--- src/cache_pkg.sv ---
// Cache subsystem shared types
`default_nettype none

package cache_pkg;

    // Geometry
    localparam int S_OFFSET = 5;
    localparam int S_INDEX  = 3;
    localparam int S_TAG    = 24;
    localparam int NUM_SETS = 8;
    localparam int NUM_WAYS = 2;
    localparam int S_LINE   = 256;
    localparam int S_MASK   = 32;

    typedef logic [31:0]       addr_t;
    typedef logic [S_LINE-1:0] line_t;
    typedef logic [S_MASK-1:0] mask_t;
    typedef logic [S_TAG-1:0]  tag_t;
    typedef logic [S_INDEX-1:0] index_t;
    typedef logic              way_t;
    typedef logic              port_t;

    // Datapath selects
    typedef enum logic {
        CPU_DATA,
        RAM_DATA
    } write_data_sel_t;

    typedef enum logic [1:0] {
        ALL_DIS,
        ALL_EN,
        CPU_EN
    } write_en_sel_t;

    typedef enum logic {
        CPU_ADDR,
        TAG_ADDR
    } ram_addr_sel_t;

    typedef enum logic [2:0] {
        IDLE,
        CHECK,
        WRITEBACK,
        FILL,
        REREAD
    } cache_state_t;

    typedef struct packed {
        logic  read;
        logic  write;
        addr_t address;
        line_t wdata;
        mask_t byte_enable;
    } cpu_req_t;

    typedef struct packed {
        logic  read;
        logic  write;
        addr_t address;
        line_t wdata;
    } mem_req_t;

endpackage

`default_nettype wire

--- src/mem_arbiter.sv ---
// Round-robin memory port arbiter
`timescale 1ns/1ps
`default_nettype none

module mem_arbiter (
    input  logic                clk,
    input  logic                rst_n,
    input  cache_pkg::mem_req_t req0,
    input  cache_pkg::mem_req_t req1,
    input  logic                pmem_resp,
    input  cache_pkg::line_t    pmem_rdata,
    output cache_pkg::mem_req_t pmem_req,
    output logic                resp0,
    output logic                resp1,
    output cache_pkg::line_t    rdata
);

    logic            want0;
    logic            want1;
    logic            active;
    logic            locked;
    cache_pkg::port_t grant;
    cache_pkg::port_t grant_q;
    cache_pkg::port_t last_q;

    assign want0 = req0.read | req0.write;
    assign want1 = req1.read | req1.write;

    // Free port grants at once, ties go away from the last served
    always_comb begin
        if (locked)
            grant = grant_q;
        else if (want0 && want1)
            grant = ~last_q;
        else if (want1)
            grant = 1'b1;
        else
            grant = 1'b0;
    end

    assign active = grant ? want1 : want0;

    always_ff @(posedge clk or negedge rst_n) begin
        if (!rst_n) begin
            locked  <= 1'b0;
            grant_q <= 1'b0;
            last_q  <= 1'b1;
        end else if (pmem_resp) begin
            locked <= 1'b0;
            last_q <= grant;
        end else if (active && !locked) begin
            locked  <= 1'b1;
            grant_q <= grant;
        end
    end

    assign pmem_req = grant ? req1 : req0;
    assign resp0    = pmem_resp & ~grant;
    assign resp1    = pmem_resp & grant;
    assign rdata    = pmem_rdata;

    // Memory answers only the locked port while it still holds its request
    assert property (@(posedge clk) disable iff (!rst_n)
        pmem_resp |-> locked && (grant_q ? want1 : want0));

endmodule

`default_nettype wire

--- config.mk ---
export PLATFORM = sky130hd
export DESIGN_NAME = mem_arbiter
export DESIGN_NICKNAME = d
export VERILOG_FILES = /design/src/cache_pkg.sv /design/src/mem_arbiter.sv
export SDC_FILE = /design/constraint.sdc
export NUM_CORES = 1
export LEC_CHECK = 0
export BUFFER_PORTS_ARGS = -buffer_cell sky130_fd_sc_hd__buf_2
export CORE_AREA = 2 2 541 543
export CTS_CLUSTER_DIAMETER = 120
export CTS_CLUSTER_SIZE = 40
export DETAILED_ROUTE_END_ITERATION = 6
export DIE_AREA = 0 0 543 545
export SYNTH_ARGS = -nofsm -noshare
export SYNTH_HDL_FRONTEND = slang
export SYNTH_SLANG_ARGS = --single-unit
--- constraint.sdc ---
create_clock -name clk -period 5.1 [get_ports clk]
set_clock_uncertainty 0.2 [all_clocks]
set_input_delay 1.02 -clock clk [delete_from_list [all_inputs] [get_ports clk]]
set_output_delay 1.02 -clock clk [all_outputs]
set_load 0.01 [all_outputs]
**After elaboration in Yosys (flattened, before gate mapping)**

Index checks and enable logic that the tools add are counted.

- Mux-type cells: 7
- Bitwise logic cells: 7
- Reductions and logical operators: 5

Operator list:

| cell | number |
|---|---|
| 290-bit two-way mux | 1 |
| 1-bit two-way mux | 6 |
| 1-bit inverter | 3 |
| 1-bit bitwise AND | 2 |
| 1-bit logical AND | 2 |
| 1-bit bitwise OR | 2 |
| 2-bit AND reduction | 1 |
| 2-bit nonzero test | 1 |
| 1-bit zero test | 1 |

- Bits in registers: 3
- Input bits: 839
- Output and inout port bits: 548

**Longest topological paths before layout**

- Depth after elaboration: 8
- Depth in mapped cells: 5
- Depth with buffers taken out: 3

**Worst setup path after synthesis**

OpenSTA, ideal clock, no wires.

- Path type: input -> output
- Start: input port req0[289] (netlist bit)
- End: output port pmem_req[100] (netlist bit)
- Arrival time: 2146 ps
- Data required time: 3880 ps
- Path slack: 1734 ps
- Cell stages on the path: 5
- Buffers on the path: 2
- Cells stage by stage: o21a_1 o21ai_2 buf_6 buf_6 mux2_2

RTL lines:

| what | RTL line | RTL |
|---|---|---|
| start: declaration | mem_arbiter.sv:8 | `input cache_pkg::mem_req_t req0,` |
| end: declaration | mem_arbiter.sv:12 | `output cache_pkg::mem_req_t pmem_req,` |

==> qor.yml <==
run_status: "completed"
syn_area_per_cell_um2: 9.58
fp.dieH_um: 545
io_pins: 1387
area_growth_pct: 135
dp_hpwl_um: 233000
cpLargestDelayFamily: "compound AO/OA/AOI/OAI gates"
worst-path-stages: 7
power_density_mw_per_mm2: 171
start_util_pct: 1.96
cp-start-kind: "input pin"
crit_type: "input pin to output pin"
hold_slack_ns: 0.339
hold_class: "flop to flop"
timing.final.crit_share_pct: 93.1
ys_ff_latch: 3
dieArea_mm2: 0.296
final_area_mm2: 0.0134
place_ws_ns: 0.374
maxSlewViolCount: 0
drt-vias-per-instance: 1.90
setup_tns_ns: 0
h-tree-depth: 1
arrival_ns: 3.53
r2r-end: "last_q"
min_path_cells: 2
peakVddDrop_uv: 101
syn_inst: 594
grt_overflow: 0
cts.sinks: 3
netlist_area_mm2: 0.00569
fp.coreArea_mm2: 0.290
crit_path_max_incr_delay_ns: 0.82
drc: 0
wl_per_cell_um: 45.5
dpl_cell_area_mm2: 0.0129
crit_slowest_cell: "o21ai_4"
clk_pin_slew_worst_paths_ns: 0.03
layout-drive-gt1-share_pct: 98.8
grt_pass1_vias: 7587
cp.required_ns: 3.88
path_max_fanout: 32
r2r_cells: 4
period_needed_ns: 4.75
nets: 2040
num_rows: 198
seq_area_frac_synth_pct: 1.34
worst_pin_slew_ns: 1.07
relSlewSlack_pct: 28.6
synth_nets: 1433
path_buf_inv: 4
p_leak_nw: 4.79
holdPathEnd: "grant_q"
r2r_slack_ns: 2.78
rr_startpoint: "locked"
place.gp.congestion: 0.981
ys_types: 16
cts-root-buf: "clkbuf_16"
cts_tree: "built"
antenna_found_initial: 321
worstHoldStart: "grant_q"
fmax_ghz: 0.211
vias: 9998
cts_setup_buffers: 0
finalHoldViolCount: 0
wl_um: 239000
critPathCaptureType: "output pin"
max_cap_viol_count: 0
ctsResizeCount: 0
cp_cell_sequence: "buf_2, o21bai_1, o21ai_4, buf_12, buf_12, mux2_2, buf_2"
setup_viol: 0
dr.pass1.iters: 6
rsz0062_at_grt: "no"
io_buffers: 874
ant_nets: 0
setup_ws_ns: 0.354
cts_hold_buffers: 0
die_w_um: 543
cts_buffer_depth: 2
grt_usage_pct: 15.4
yosysWarnings: 0
worstSkewPairLatency_ns: 0.26
grt_pass1_wl_um: 252000
grt_max_degree: 50
filler_cell_count: 34500
drt_iter0_markers: 909
cts_buffers: 3
placed cells by master (no fill, tap or decap):
cell type and n:
a21oi_1 1, and2_1 1, buf_12 11, buf_2 874
buf_4 5, clkbuf_1 1, clkbuf_16 3, dfrtp_1 2
dfstp_2 1, diode_2 151, inv_1 1, mux2_2 291
nand2_1 1, nor2_1 2, nor3_1 1, o21a_1 1
o21ai_4 1, o21bai_1 1, o31ai_1 2
worst max-delay path by stage:
stage | start | endpoint | slack, ns
floorplan | req0[289] | pmem_req[100] | 1.73
global placement | req1[288] | pmem_req[213] | 0.41
detailed placement | req1[288] | pmem_req[75] | 0.37
CTS | req1[288] | pmem_req[75] | 0.38
global route | req1[288] | pmem_req[75] | 0.39
finish | req1[289] | pmem_req[75] | 0.35
tightest hold or removal path, delay by kind of cell, from the launching register on:
family	cells	cell delay [ns]
flip-flops	1	0.34
AO/OA/AOI/OAI	2	0.16
power by group:
part           total (mW)  internal (mW)  switching (mW)  leakage (nW)
sequential         0.0325         0.0297         0.00283        0.0342
clock               0.124          0.103          0.0209        0.0391
combinational        2.13          0.854            1.28          4.72
layer usage:
metal / vias to the layer above / global-route usage [%] / part of all wire (%)
li1: 3198 / - / -
met4: 176 / 5.58 / 3.6
met1: 4044 / 11.5 / 26
met5: - / 0.812 / 0.57
met2: 1952 / 20.9 / 39
met3: 628 / 22.6 / 32
cell usage after synthesis (all sizes together):
master	instances	area (µm²)
o21ai	1	8.76
and2	1	6.26
o21a	1	7.51
o21bai	1	7.51
nor2	2	7.51
nor3	1	5.00
mux2	291	3280
dfrtp	2	50.1
buf	288	2270
nand2	1	3.75
dfstp	1	26.3
a21oi	1	5.00
inv	1	3.75
o31ai	2	15.0
cell families after synthesis:
logic type | count (synthesis) | share of synthesized area (%)
AOI/OAI and AO/OA | 6 | 0.769
DFF | 3 | 1.34
buffers and inverters | 289 | 39.9
and+or+nand+nor | 5 | 0.396
muxes | 291 | 57.6
stage by stage:
step           total power, mW  cells  util, %
2_1_floorplan             1.15    594        -
3_3_place_gp              2.18   5096     4.46
3_5_place_dp              2.19   5096     4.46
4_1_cts                   2.33   5100     4.49
5_1_grt                   2.39   5206     4.58
6_report                  2.29   5251     4.62
cell type report:
cell class / count / area, µm² / area share [%]
Timing Repair Buffer: 890 / 4630 / 34.6
Antenna cell: 151 / 378 / 2.82
Inverter: 1 / 3.75 / 0.0280
Tap cell: 3900 / 4880 / 36.4
Clock buffer: 4 / 78.8 / 0.588
Multi-Input combinational cell: 302 / 3350 / 25.0
Sequential cell: 3 / 76.3 / 0.570
flip-flops by register name, summed over array words and instances (netlist names):
| register | count |
|---|---|
| last_q | 1 |
| grant_q | 1 |
| locked | 1 |
Note: power is estimated with default switching activity, not from simulation.
