===== src/cache_pkg.sv =====
// Cache subsystem shared types
`default_nettype none

package cache_pkg;

    // Geometry
    localparam int S_OFFSET = 5;
    localparam int S_INDEX  = 3;
    localparam int S_TAG    = 24;
    localparam int NUM_SETS = 8;
    localparam int NUM_WAYS = 2;
    localparam int S_LINE   = 256;
    localparam int S_MASK   = 32;

    typedef logic [31:0]       addr_t;
    typedef logic [S_LINE-1:0] line_t;
    typedef logic [S_MASK-1:0] mask_t;
    typedef logic [S_TAG-1:0]  tag_t;
    typedef logic [S_INDEX-1:0] index_t;
    typedef logic              way_t;
    typedef logic              port_t;

    // Datapath selects
    typedef enum logic {
        CPU_DATA,
        RAM_DATA
    } write_data_sel_t;

    typedef enum logic [1:0] {
        ALL_DIS,
        ALL_EN,
        CPU_EN
    } write_en_sel_t;

    typedef enum logic {
        CPU_ADDR,
        TAG_ADDR
    } ram_addr_sel_t;

    typedef enum logic [2:0] {
        IDLE,
        CHECK,
        WRITEBACK,
        FILL,
        REREAD
    } cache_state_t;

    typedef struct packed {
        logic  read;
        logic  write;
        addr_t address;
        line_t wdata;
        mask_t byte_enable;
    } cpu_req_t;

    typedef struct packed {
        logic  read;
        logic  write;
        addr_t address;
        line_t wdata;
    } mem_req_t;

endpackage

`default_nettype wire


===== src/cache_control.sv =====
// Cache controller FSM
`timescale 1ns/1ps
`default_nettype none

module cache_control (
    input  logic                        clk,
    input  logic                        rst_n,
    input  logic                        read,
    input  logic                        write,
    input  logic                        hit,
    input  logic                        dirty,
    input  logic                        pmem_resp,
    output logic                        mem_resp,
    output logic                        pmem_read,
    output logic                        pmem_write,
    output logic                        load,
    output logic                        lru_load,
    output logic                        valid_in,
    output logic                        dirty_in,
    output cache_pkg::write_data_sel_t  write_data_sel,
    output cache_pkg::write_en_sel_t    write_en_sel,
    output cache_pkg::ram_addr_sel_t    ram_addr_sel
);

    cache_pkg::cache_state_t state;
    cache_pkg::cache_state_t next_state;

    always_ff @(posedge clk or negedge rst_n) begin
        if (!rst_n)
            state <= cache_pkg::IDLE;
        else
            state <= next_state;
    end

    always_comb begin
        next_state     = state;
        mem_resp       = 1'b0;
        pmem_read      = 1'b0;
        pmem_write     = 1'b0;
        load           = 1'b0;
        lru_load       = 1'b0;
        valid_in       = 1'b0;
        dirty_in       = 1'b0;
        write_data_sel = cache_pkg::CPU_DATA;
        write_en_sel   = cache_pkg::ALL_DIS;
        ram_addr_sel   = cache_pkg::CPU_ADDR;
        case (state)
            cache_pkg::IDLE: begin
                if (read || write)
                    next_state = cache_pkg::CHECK;
            end
            cache_pkg::CHECK: begin
                if (hit) begin
                    mem_resp   = 1'b1;
                    lru_load   = 1'b1;
                    next_state = cache_pkg::IDLE;
                    // Merge CPU bytes and mark the line dirty
                    if (write) begin
                        load         = 1'b1;
                        valid_in     = 1'b1;
                        dirty_in     = 1'b1;
                        write_en_sel = cache_pkg::CPU_EN;
                    end
                end else if (dirty) begin
                    next_state = cache_pkg::WRITEBACK;
                end else begin
                    next_state = cache_pkg::FILL;
                end
            end
            cache_pkg::WRITEBACK: begin
                pmem_write   = 1'b1;
                ram_addr_sel = cache_pkg::TAG_ADDR;
                if (pmem_resp)
                    next_state = cache_pkg::FILL;
            end
            cache_pkg::FILL: begin
                pmem_read = 1'b1;
                if (pmem_resp) begin
                    load           = 1'b1;
                    valid_in       = 1'b1;
                    write_data_sel = cache_pkg::RAM_DATA;
                    write_en_sel   = cache_pkg::ALL_EN;
                    next_state     = cache_pkg::REREAD;
                end
            end
            // Let the registered arrays pick up the new line
            cache_pkg::REREAD: next_state = cache_pkg::CHECK;
            default:           next_state = cache_pkg::IDLE;
        endcase
    end

    // Response only while the CPU still holds its request
    assert property (@(posedge clk) disable iff (!rst_n) mem_resp |-> (read || write));

endmodule

`default_nettype wire


===== config.mk =====
export PLATFORM = sky130hd
export DESIGN_NAME = cache_control
export DESIGN_NICKNAME = d
export VERILOG_FILES = /design/src/cache_pkg.sv /design/src/cache_control.sv
export SDC_FILE = /design/constraint.sdc
export NUM_CORES = 1
export LEC_CHECK = 0
export ABC_AREA = 1
export BUFFER_PORTS_ARGS = -buffer_cell sky130_fd_sc_hd__buf_2
export CELL_PAD_IN_SITES_DETAIL_PLACEMENT = 1
export CELL_PAD_IN_SITES_GLOBAL_PLACEMENT = 1
export CORE_AREA = 2 2 39 41
export DETAILED_ROUTE_END_ITERATION = 7
export DIE_AREA = 0 0 41 43
export GPL_TIMING_DRIVEN = 0
export PLACE_DENSITY_LB_ADDON = 0.1
export SLEW_MARGIN = 10
export SYNTH_ARGS = -nofsm -noshare
export SYNTH_HDL_FRONTEND = slang
export SYNTH_SLANG_ARGS = --single-unit

===== constraint.sdc =====
create_clock -name clk -period 1.1 [get_ports clk]
set_clock_uncertainty 0.2 [all_clocks]
set_input_delay 0.11 -clock clk [delete_from_list [all_inputs] [get_ports clk]]
set_output_delay 0.11 -clock clk [all_outputs]
set_load 0.1 [all_outputs]

After elaboration in Yosys (flattened, before gate mapping)
Cells that the tools add are included.

cells by class
  reductions and logical operators = 3
  eq/ne operators = 7
  muxes and demuxes = 20

operator list
  operator                                                               count
  3-bit one-hot mux with 5 select lines                                  1
  1-bit 2-to-1 mux                                                       11
  3-bit 2-to-1 mux                                                       3
  3-bit by 2-bit equality test with 1-bit output, second input constant  2
  2-bit 2-to-1 mux                                                       3
  2-bit != test, second input constant                                   3
  2-bit one-hot mux with 2 select lines                                  1
  3-bit by 1-bit equality test with 1-bit output, second input constant  1
  3-bit equality test, second input constant                             1
  3-bit logical NOT                                                      1
  3-bit AND reduction                                                    1
  1-bit one-hot mux with 2 select lines                                  1
  1-bit logical OR                                                       1

word-level totals
  input bits = 7
  bits in registers = 3
  word-level logic and storage cells = 31

Logic depth before layout (Yosys ltp)
Gate-level depths: netlist of the first run.

  depth after elaboration = 3
  gate-level depth with buffers = 6

Worst setup path after synthesis of the first run
No wires, ideal clock.

  kind = register -> output
  from = reg state[1]
  to = out valid_in
  required time = 0.790 ns
  path slack = -1.896 ns
  buffers on the path = 1
  arrival time = 2.686 ns
  stages on the path, launching flop included = 5
  cells stage by stage = dfrtp_1 > inv_1 > nand3_1 > o22ai_1 > buf_4

on the way
  word-level cells in the longest chain between the ends = 2
  elaborated cells on any way between the ends = 3

RTL lines
  what                                                                                                              RTL line             RTL
  from (decl)                                                                                                       cache_control.sv:25  cache_pkg::cache_state_t state;
  from (signal assigned)                                                                                            cache_control.sv:30  state <= cache_pkg::IDLE;
  from (signal assigned)                                                                                            cache_control.sv:32  state <= next_state;
  3-bit by 2-bit equality test with 1-bit output or 3-bit by 1-bit equality test with 1-bit output (tied branches)  --
  1-bit one-hot mux with 2 select lines (*)                                                                         --
  to (decl)                                                                                                         cache_control.sv:18  output logic valid_in,

Mark *: on every way between the ends. The rest lies on a longest branch, timed or not.

Worst setup path after layout of the first run
  from = reg state[1]
  to = out valid_in

on the way
  word-level cells in the longest chain between the ends = 2
  elaborated cells on any way between the ends = 3

RTL lines
  what                                                                                                              RTL line             RTL
  3-bit by 2-bit equality test with 1-bit output or 3-bit by 1-bit equality test with 1-bit output (tied branches)  cache_control.sv:47  case (state)
  1-bit one-hot mux with 2 select lines (*)                                                                         cache_control.sv:47

Marked as above.

==> impl_metrics.json, run 1 <==
{
  "cts.sinks": 3,
  "crit_fanout": 4,
  "die_area_sq_um": 1760,
  "antenna_left": 0,
  "fin_nets": 83,
  "drive_above_1_share_pct": 74.7,
  "grt_antenna_before_repair": 0,
  "largest_reg_flops": 3,
  "via_per_inst": 4.05,
  "nFillCells": 149,
  "yosysSeqAreaShare_pct": 29.3,
  "crit_arrival_ps": 1340,
  "postLayoutCoreUtil_pct": 58.2,
  "syn-mean-instance-area_sq_um": 6.11,
  "top_register": "state",
  "whs_ps": -69.8,
  "root_buffer": "clkbuf_4",
  "cp-start-kind": "flop",
  "synth_common_cells": "nand2_1, nor2_1, inv_1",
  "drtPass1Iterations": 2,
  "status": "finished with violations",
  "numCtsBuffers": 3,
  "setup_slack_ps": -552,
  "drt_first_iter_violations": 1,
  "grt_setup_unrepaired": "yes",
  "max-cap-violations": 0,
  "multi_input_area_sq_um": 226,
  "synth_seq_cells": 3,
  "hpwl_um": 553,
  "fmax_ghz": 0.605,
  "synth_top_area_cell": "dfrtp_1",
  "cp.required_ps": 790,
  "die_w_um": 41,
  "htreeDepth": 1,
  "grtUsageTotal_pct": 14.5,
  "setup_tns_ps": -5800,
  "cts_buffer_depth": 2,
  "reg.largest.list": "state x3",
  "initial_core_util_pct": 18.5,
  "vias": 369,
  "cp-end-kind": "primary output",
  "grt_pass1_vias": 394,
  "grt_max_degree": 7,
  "fp.coreArea_sq_um": 1380,
  "dieHeight_um": 43,
  "wirelength_um": 1010,
  "synth_edf_count": 0,
  "std_cell_rows": 14,
  "seq_area_sq_um": 77.6,
  "areaGrowthSynthToFinish_pct": 214,
  "crit_type": "reg2out",
  "tightest_slew_ps": 240,
  "period_share_pct": 150,
  "ys_async_sr_fraction_pct": 100,
  "maxSlewViolCount": 0,
  "grt_pass1_wl_um": 1660,
  "synth_area_leaders": "dfrtp_1, nand2_1, nor2_1",
  "setup_viol": 14,
  "synth_top_area_share_pct": 29.3,
  "finalHoldViolCount": 3,
  "cts.reportedPaths.clkPinSlew_ps": 40,
  "period_needed_ps": 1650,
  "synthCells": 42,
  "place.gp.congestion": 0.665,
  "num_io_pins": 18,
  "placement.io_buffers": 17,
  "place_ws_ps": -639,
  "clock_latency_ps": 230,
  "yosysUniqueCellTypes": 13,
  "synth_area_sq_um": 256,
  "synth.most_common_cell": "nand2_1",
  "violations": "hold timing, setup timing",
  "hold_class": "in2async",
  "synth_nets": 49,
  "grt.overflow.total": 0,
  "num_antenna_cells": 0,
  "max_slew_margin_pct": 84.0,
  "yosys_warnings": 0,
  "cts_tree": "built",
  "routedWlPerCell_um": 11.1,
  "ys.flop_type": "dfrtp_1",
  "drc": 0,
  "hold_buffers": 4
}
==> layout by cell type (no fill, tap or decap), types with 2 or more instances in the layout <==
cell / n
clkbuf_4: 3
inv_2: 3
nor2_4: 5
nand2_2: 5
dlygate4sd3_1: 3
dfrtp_2: 2
inv_4: 2
buf_4: 5
nand3_4: 3
nor2_2: 2
nor2_1: 3
buf_6: 6
nand2_1: 7
buf_2: 5
buf_12: 13
==> kinds of logic (layout without fill, tap and decap cells) <==
logic type | after synthesis | in the layout | share of synthesized area [%]
buf+inv | 10 | 43 | 19.0
simple gates | 27 | 27 | 47.3
compound gates | 2 | 2 | 4.39
flops | 3 | 3 | 29.3
==> metal layers <==
layer	share of wire [%]	wire length (um)	GRT usage (%)	vias to the layer above
met2	61	616	23.8	10
met3	3.6	36	3.66	2
met1	34	341	16.0	165
met4	1.7	17	8.00	0
met5	0	0	0	-
li1	-	-	-	192
==> worst paths after layout <==
check / startpoint / endpoint / slack [ps] / cells past startpoint
max in group asynchronous: rst_n / state[0] / 610 / 1
max reg2reg: state[0] / state[0] / -240 / 7
min in group clk: dirty / state[0] / 70 / 6
max: state[1] / valid_in / -550 / 5
min: rst_n / state[1] / -70 / 1
min reg2reg: state[2] / state[1] / 430 / 3
==> repair_timing <==
action,CTS,global route
setup buffers,8,3
endpoints found under the hold margin,4,3
endpoints found under the setup margin,13,17
pin swaps,4,2
resized for setup,57,4
==> critical path, cell delays in order (launching register included) <==
cell and delay (ps):
dfrtp_2 440, inv_2 90, nand3_4 120, o22ai_4 170
buf_12 130, buf_12 160
==> layout make-up <==
class / count / share of cell area (%)
Buffer: 3 / 7.45
Inverter: 7 / 4.35
Clock buffer: 4 / 3.26
Tap cell: 16 / 2.48
Multi-Input combinational cell: 29 / 28.1
Timing Repair Buffer: 29 / 44.7
Sequential cell: 3 / 9.63
==> per-stage QoR <==
step                      area [sq um]  std cells
after floorplan                    349         42
after global placement             454         75
after detailed placement           454         75
after CTS                          797         91
after global routing               806         91
final                              806         91
Power of run 1 is not shown: default switching activity piles up to over one toggle a cycle in this logic, so the estimate is an artifact.
==> inputs of run 2 (changes only) <==
Settings changed: PLACE_DENSITY from default to 0.67, PLACE_DENSITY_LB_ADDON 0.1 to default.
==> impl_metrics.json, run 2 (same netlist as run 1, synthesis figures left out) <==
{
  "crit_fanout": 5,
  "period_share_pct": 154,
  "routedWlPerCell_um": 13.6,
  "num_antenna_cells": 0,
  "peakVddDrop_v": 0.00147,
  "final_common_cell": "buf_12",
  "grt_antenna_before_repair": 0,
  "hold_class": "in2reg",
  "placed_area_sq_um": 454,
  "cp.required_ps": 790,
  "via_per_inst": 4.23,
  "placement.io_buffers": 17,
  "finalHoldViolCount": 0,
  "grt_pass1_wl_um": 1980,
  "max_slew_margin_pct": 83.0,
  "fin_cells": 92,
  "die_w_um": 41,
  "fin_nets": 84,
  "finish.instance_area_sq_um": 796,
  "crit_type": "reg2out",
  "htreeDepth": 1,
  "wirelength_um": 1250,
  "clock_latency_ps": 240,
  "period_needed_ps": 1690,
  "dieHeight_um": 43,
  "top_register": "state",
  "std_cell_rows": 14,
  "fp.coreArea_sq_um": 1380,
  "initial_core_util_pct": 18.5,
  "die_area_sq_um": 1760,
  "num_io_pins": 18,
  "path_delay_family": "flip-flops",
  "cp-start-kind": "flop",
  "drt_first_iter_violations": 3,
  "fmax_ghz": 0.591,
  "cp-end-kind": "primary output",
  "hp-start": "dirty",
  "numCtsBuffers": 3,
  "critical_path.max_stage_delay_ps": 450,
  "crit_arrival_ps": 1380,
  "worstReg2RegStart": "state[0]",
  "largest_reg_flops": 3,
  "reg.largest.list": "state x3",
  "vias": 389,
  "nFillCells": 156,
  "cts.reportedPaths.clkPinSlew_ps": 40,
  "areaGrowthSynthToFinish_pct": 210,
  "setup_slack_ps": -591,
  "cts_tree": "built",
  "setup.worst_path.start": "state[1]",
  "grt_setup_unrepaired": "yes",
  "maxSlewViolCount": 0,
  "power_density_nw_per_um2": 3390,
  "dpl.cell_count": 75,
  "critPathSlowestCell": "dfrtp_2",
  "wl_met3_um": 21,
  "postLayoutCoreUtil_pct": 57.5,
  "crit_chain": "inv_2 > nand3_4 > o22ai_4 > buf_12 > buf_12",
  "routed.top_layer": "met3",
  "drc": 0,
  "grt.overflow.total": 0,
  "status": "finished with violations",
  "worst-path-buf-inv": 3,
  "final_cell_mix": "buf_12, nand2_1, buf_4",
  "setup_tns_ps": -6290,
  "p_leak_nw": 0.353,
  "drtPass1Iterations": 3,
  "cts_buffer_depth": 2,
  "cts.sinks": 3,
  "hpwl_um": 584,
  "met1Wirelength_um": 384,
  "grt_pass1_vias": 441,
  "path_common_cell": "buf_12",
  "setup_viol": 14,
  "drive_above_1_share_pct": 69.7,
  "grtUsageTotal_pct": 18.1,
  "violations": "setup timing",
  "grt_max_degree": 7,
  "max-cap-violations": 0,
  "root_buffer": "clkbuf_4",
  "antenna_left": 0,
  "wl_met2_um": 840,
  "tightest_slew_ps": 255,
  "place.gp.congestion": 0.755
}
[run 2: changes by cell type in the layout (fill, tap and decap cells not counted), moves of 2 or more]
cell | before | now
buf_4 | 5 | 7
buf_6 | 6 | 4
nand2_2 | 5 | 2
nand2_1 | 7 | 10
[run 2: where the power goes]
part           switching, W  internal, W
sequential        0.0000880     0.000159
combinational       0.00135     0.000904
clock             0.0000599     0.000136
total               0.00150      0.00120
[run 2: routing by layer]
layer,up-vias,global-route usage [%]
li1,194,-
met1,187,16.8
met2,8,33.4
met3,0,3.14
met4,0,10.0
met5,-,0
[run 2: stage by stage]
step	hold WS [ps]	setup WS (ps)	power (W)
final	46.6	-591	0.00270
after global routing	82.3	-666	0.00281
after CTS	25.0	-583	0.00256
after detailed placement	-295	-639	0.00175
after global placement	-295	-617	0.00173
after floorplan	-386	-727	0.00157
[run 2: timing repair]
action,4_1_cts,5_1_grt
buffers inserted,7,3
pin swaps,2,2
resized for setup,49,5
cloned,0,0
setup endpoints to repair,13,15
endpoints found under the hold margin,4,0
hold buffers,4,0
[run 2: cell type report]
class	count	area (sq um)	share of cell area, %
Tap cell	16	20.0	2.52
Multi-Input combinational cell	29	216	27.2
Inverter	7	32.5	4.09
Buffer	3	60.1	7.55
Timing Repair Buffer	30	363	45.6
Sequential cell	3	77.6	9.75
Clock buffer	4	26.3	3.30
[run 2: worst register-to-register path, delay by kind of cell, from the launching register on]
kind / cells / cell delay (ps)
DFF: 1 / 460
and+or+nand+nor: 6 / 440
buffers and inverters: 1 / 150
[run 2: final timing paths]
check                           end  slack [ps]  cells past startpoint
max                        valid_in        -590                      5
min                        state[0]          50                      6
max reg2reg                state[0]        -260                      7
min reg2reg                state[1]         410                      3
max in group asynchronous  state[1]          70                      2
min in group asynchronous  state[2]         460                      2
Power figures use the tool's default switching activity.
==> inputs of run 3 (changes only) <==
Settings changed: SETUP_SLACK_MARGIN from default to 0.3.
==> impl_metrics.json, run 3 (same netlist as run 1, synthesis figures left out) <==
{
  "status": "finished with violations",
  "violations": "hold timing, setup timing",
  "critPathSlowestCell": "dfrtp_1",
  "fp.coreArea_sq_um": 1380,
  "top_register": "state",
  "tightest_slew_ps": 248,
  "num_io_pins": 18,
  "hpwl_um": 593,
  "cp.required_ps": 790,
  "cp-start-kind": "flop",
  "cts.sinks": 3,
  "drive_above_1_share_pct": 73.7,
  "drc": 0,
  "hold_buffers": 1,
  "grt_setup_unrepaired": "yes",
  "cp-end-kind": "primary output",
  "cts_buffer_depth": 2,
  "crit_arrival_ps": 1370,
  "dieHeight_um": 43,
  "fmax_ghz": 0.596,
  "crit_chain": "inv_4 > nand3_4 > o22ai_4 > buf_12 > buf_12",
  "power_density_nw_per_um2": 3440,
  "antenna_left": 0,
  "whs_ps": -29.4,
  "grtUsageTotal_pct": 15.9,
  "die_w_um": 41,
  "areaGrowthSynthToFinish_pct": 208,
  "placement.io_buffers": 17,
  "hold_class": "in2reg",
  "nFillCells": 151,
  "via_per_inst": 4.25,
  "grt_antenna_before_repair": 0,
  "grt.overflow.total": 0,
  "die_area_sq_um": 1760,
  "drtPass1Iterations": 1,
  "cts.reportedPaths.clkPinSlew_ps": 40,
  "maxSlewViolCount": 0,
  "num_antenna_cells": 0,
  "grt_max_degree": 7,
  "root_buffer": "clkbuf_4",
  "std_cell_rows": 14,
  "grt_pass1_vias": 413,
  "drt_first_iter_violations": 0,
  "fin_nets": 84,
  "vias": 391,
  "clock_latency_ps": 240,
  "crit_fanout": 5,
  "peakVddDrop_v": 0.00159,
  "wirelength_um": 1160,
  "final_common_cell": "buf_12",
  "finalHoldViolCount": 4,
  "period_share_pct": 153,
  "cts_tree": "built",
  "setup_tns_ps": -6370,
  "critical_path.max_stage_delay_ps": 380,
  "max-cap-violations": 0,
  "place.gp.congestion": 0.755,
  "path_common_cell": "buf_12",
  "numCtsBuffers": 3,
  "period_needed_ps": 1680,
  "reg.largest.list": "state x3",
  "largest_reg_flops": 3,
  "crit_type": "reg2out",
  "initial_core_util_pct": 18.5,
  "max_slew_margin_pct": 83.5,
  "routedWlPerCell_um": 12.6,
  "grt_pass1_wl_um": 1780,
  "setup_viol": 14,
  "htreeDepth": 1,
  "p_leak_nw": 0.355,
  "final_cell_mix": "buf_12, nand2_1, buf_4",
  "setup_slack_ps": -578
}
## run 3: changes by cell type in the layout (fill, tap and decap cells not counted)
| cell | delta |
|---|---|
| buf_12 | -1 |
| buf_2 | +1 |
| buf_6 | +2 |
| buf_8 | +1 |
| dlygate4sd3_1 | -3 |
| inv_2 | -1 |
| inv_4 | +1 |
## run 3: path summary, 6_finish.rpt
| path | slack, ps | cells past startpoint | end | from |
|---|---|---|---|---|
| max | -580 | 5 | valid_in | state[2] |
| min | -30 | 3 | state[2] | pmem_resp |
| max reg2reg | -380 | 8 | state[1] | state[0] |
| min reg2reg | 410 | 3 | state[1] | state[2] |
| max in group asynchronous | 590 | 2 | state[1] | rst_n |
| min in group asynchronous | -10 | 2 | state[2] | rst_n |
## run 3: repair_timing
action | CTS | global route
resized for setup | 48 | 8
hold endpoints to repair | 5 | 1
setup buffers | 7 | 5
endpoints found under the setup margin | 14 | 14
pin swaps | 1 | 3
## run 3: routing by layer
metal	share of wire (%)	vias to the layer above	global-route usage, %
met5	0	-	0
met4	0	0	10.0
met3	2.1	0	3.14
met2	67	8	27.8
met1	31	187	15.6
li1	-	196	-
## run 3: power breakdown
group          internal (W)  switching (W)  leakage, nW
registers          0.000159      0.0000873       0.0359
clock network      0.000136      0.0000588       0.0150
logic              0.000925        0.00135        0.304
## run 3: worst max-delay path: cells and delay by family, from the launching register on
| kind | cells | cell delay, ps |
|---|---|---|
| DFF | 1 | 380 |
| AOI/OAI and AO/OA | 1 | 230 |
| buffers and inverters | 3 | 390 |
| and+or+nand+nor | 1 | 130 |
## run 3: through the flow
stage	power [W]	cells	worst slack (ps)	instance area (sq um)	utilization (%)
floorplan	0.00157	42	-727	349	-
global placement	0.00173	75	-617	454	32.8
detailed placement	0.00175	75	-636	454	32.8
CTS	0.00251	87	-573	723	52.3
global route	0.00284	92	-642	791	57.1
finish	0.00272	92	-578	791	57.1
## run 3: area by class of cell
cell class | instances | area [sq um] | share of cell area (%)
repair buffers | 30 | 355 | 44.9
clock buffers | 4 | 26.3 | 3.32
multi-input cells | 29 | 216 | 27.4
inverters | 7 | 35.0 | 4.43
plain buffers | 3 | 60.1 | 7.59
well taps | 16 | 20.0 | 2.53
flip-flops and latches | 3 | 77.6 | 9.81
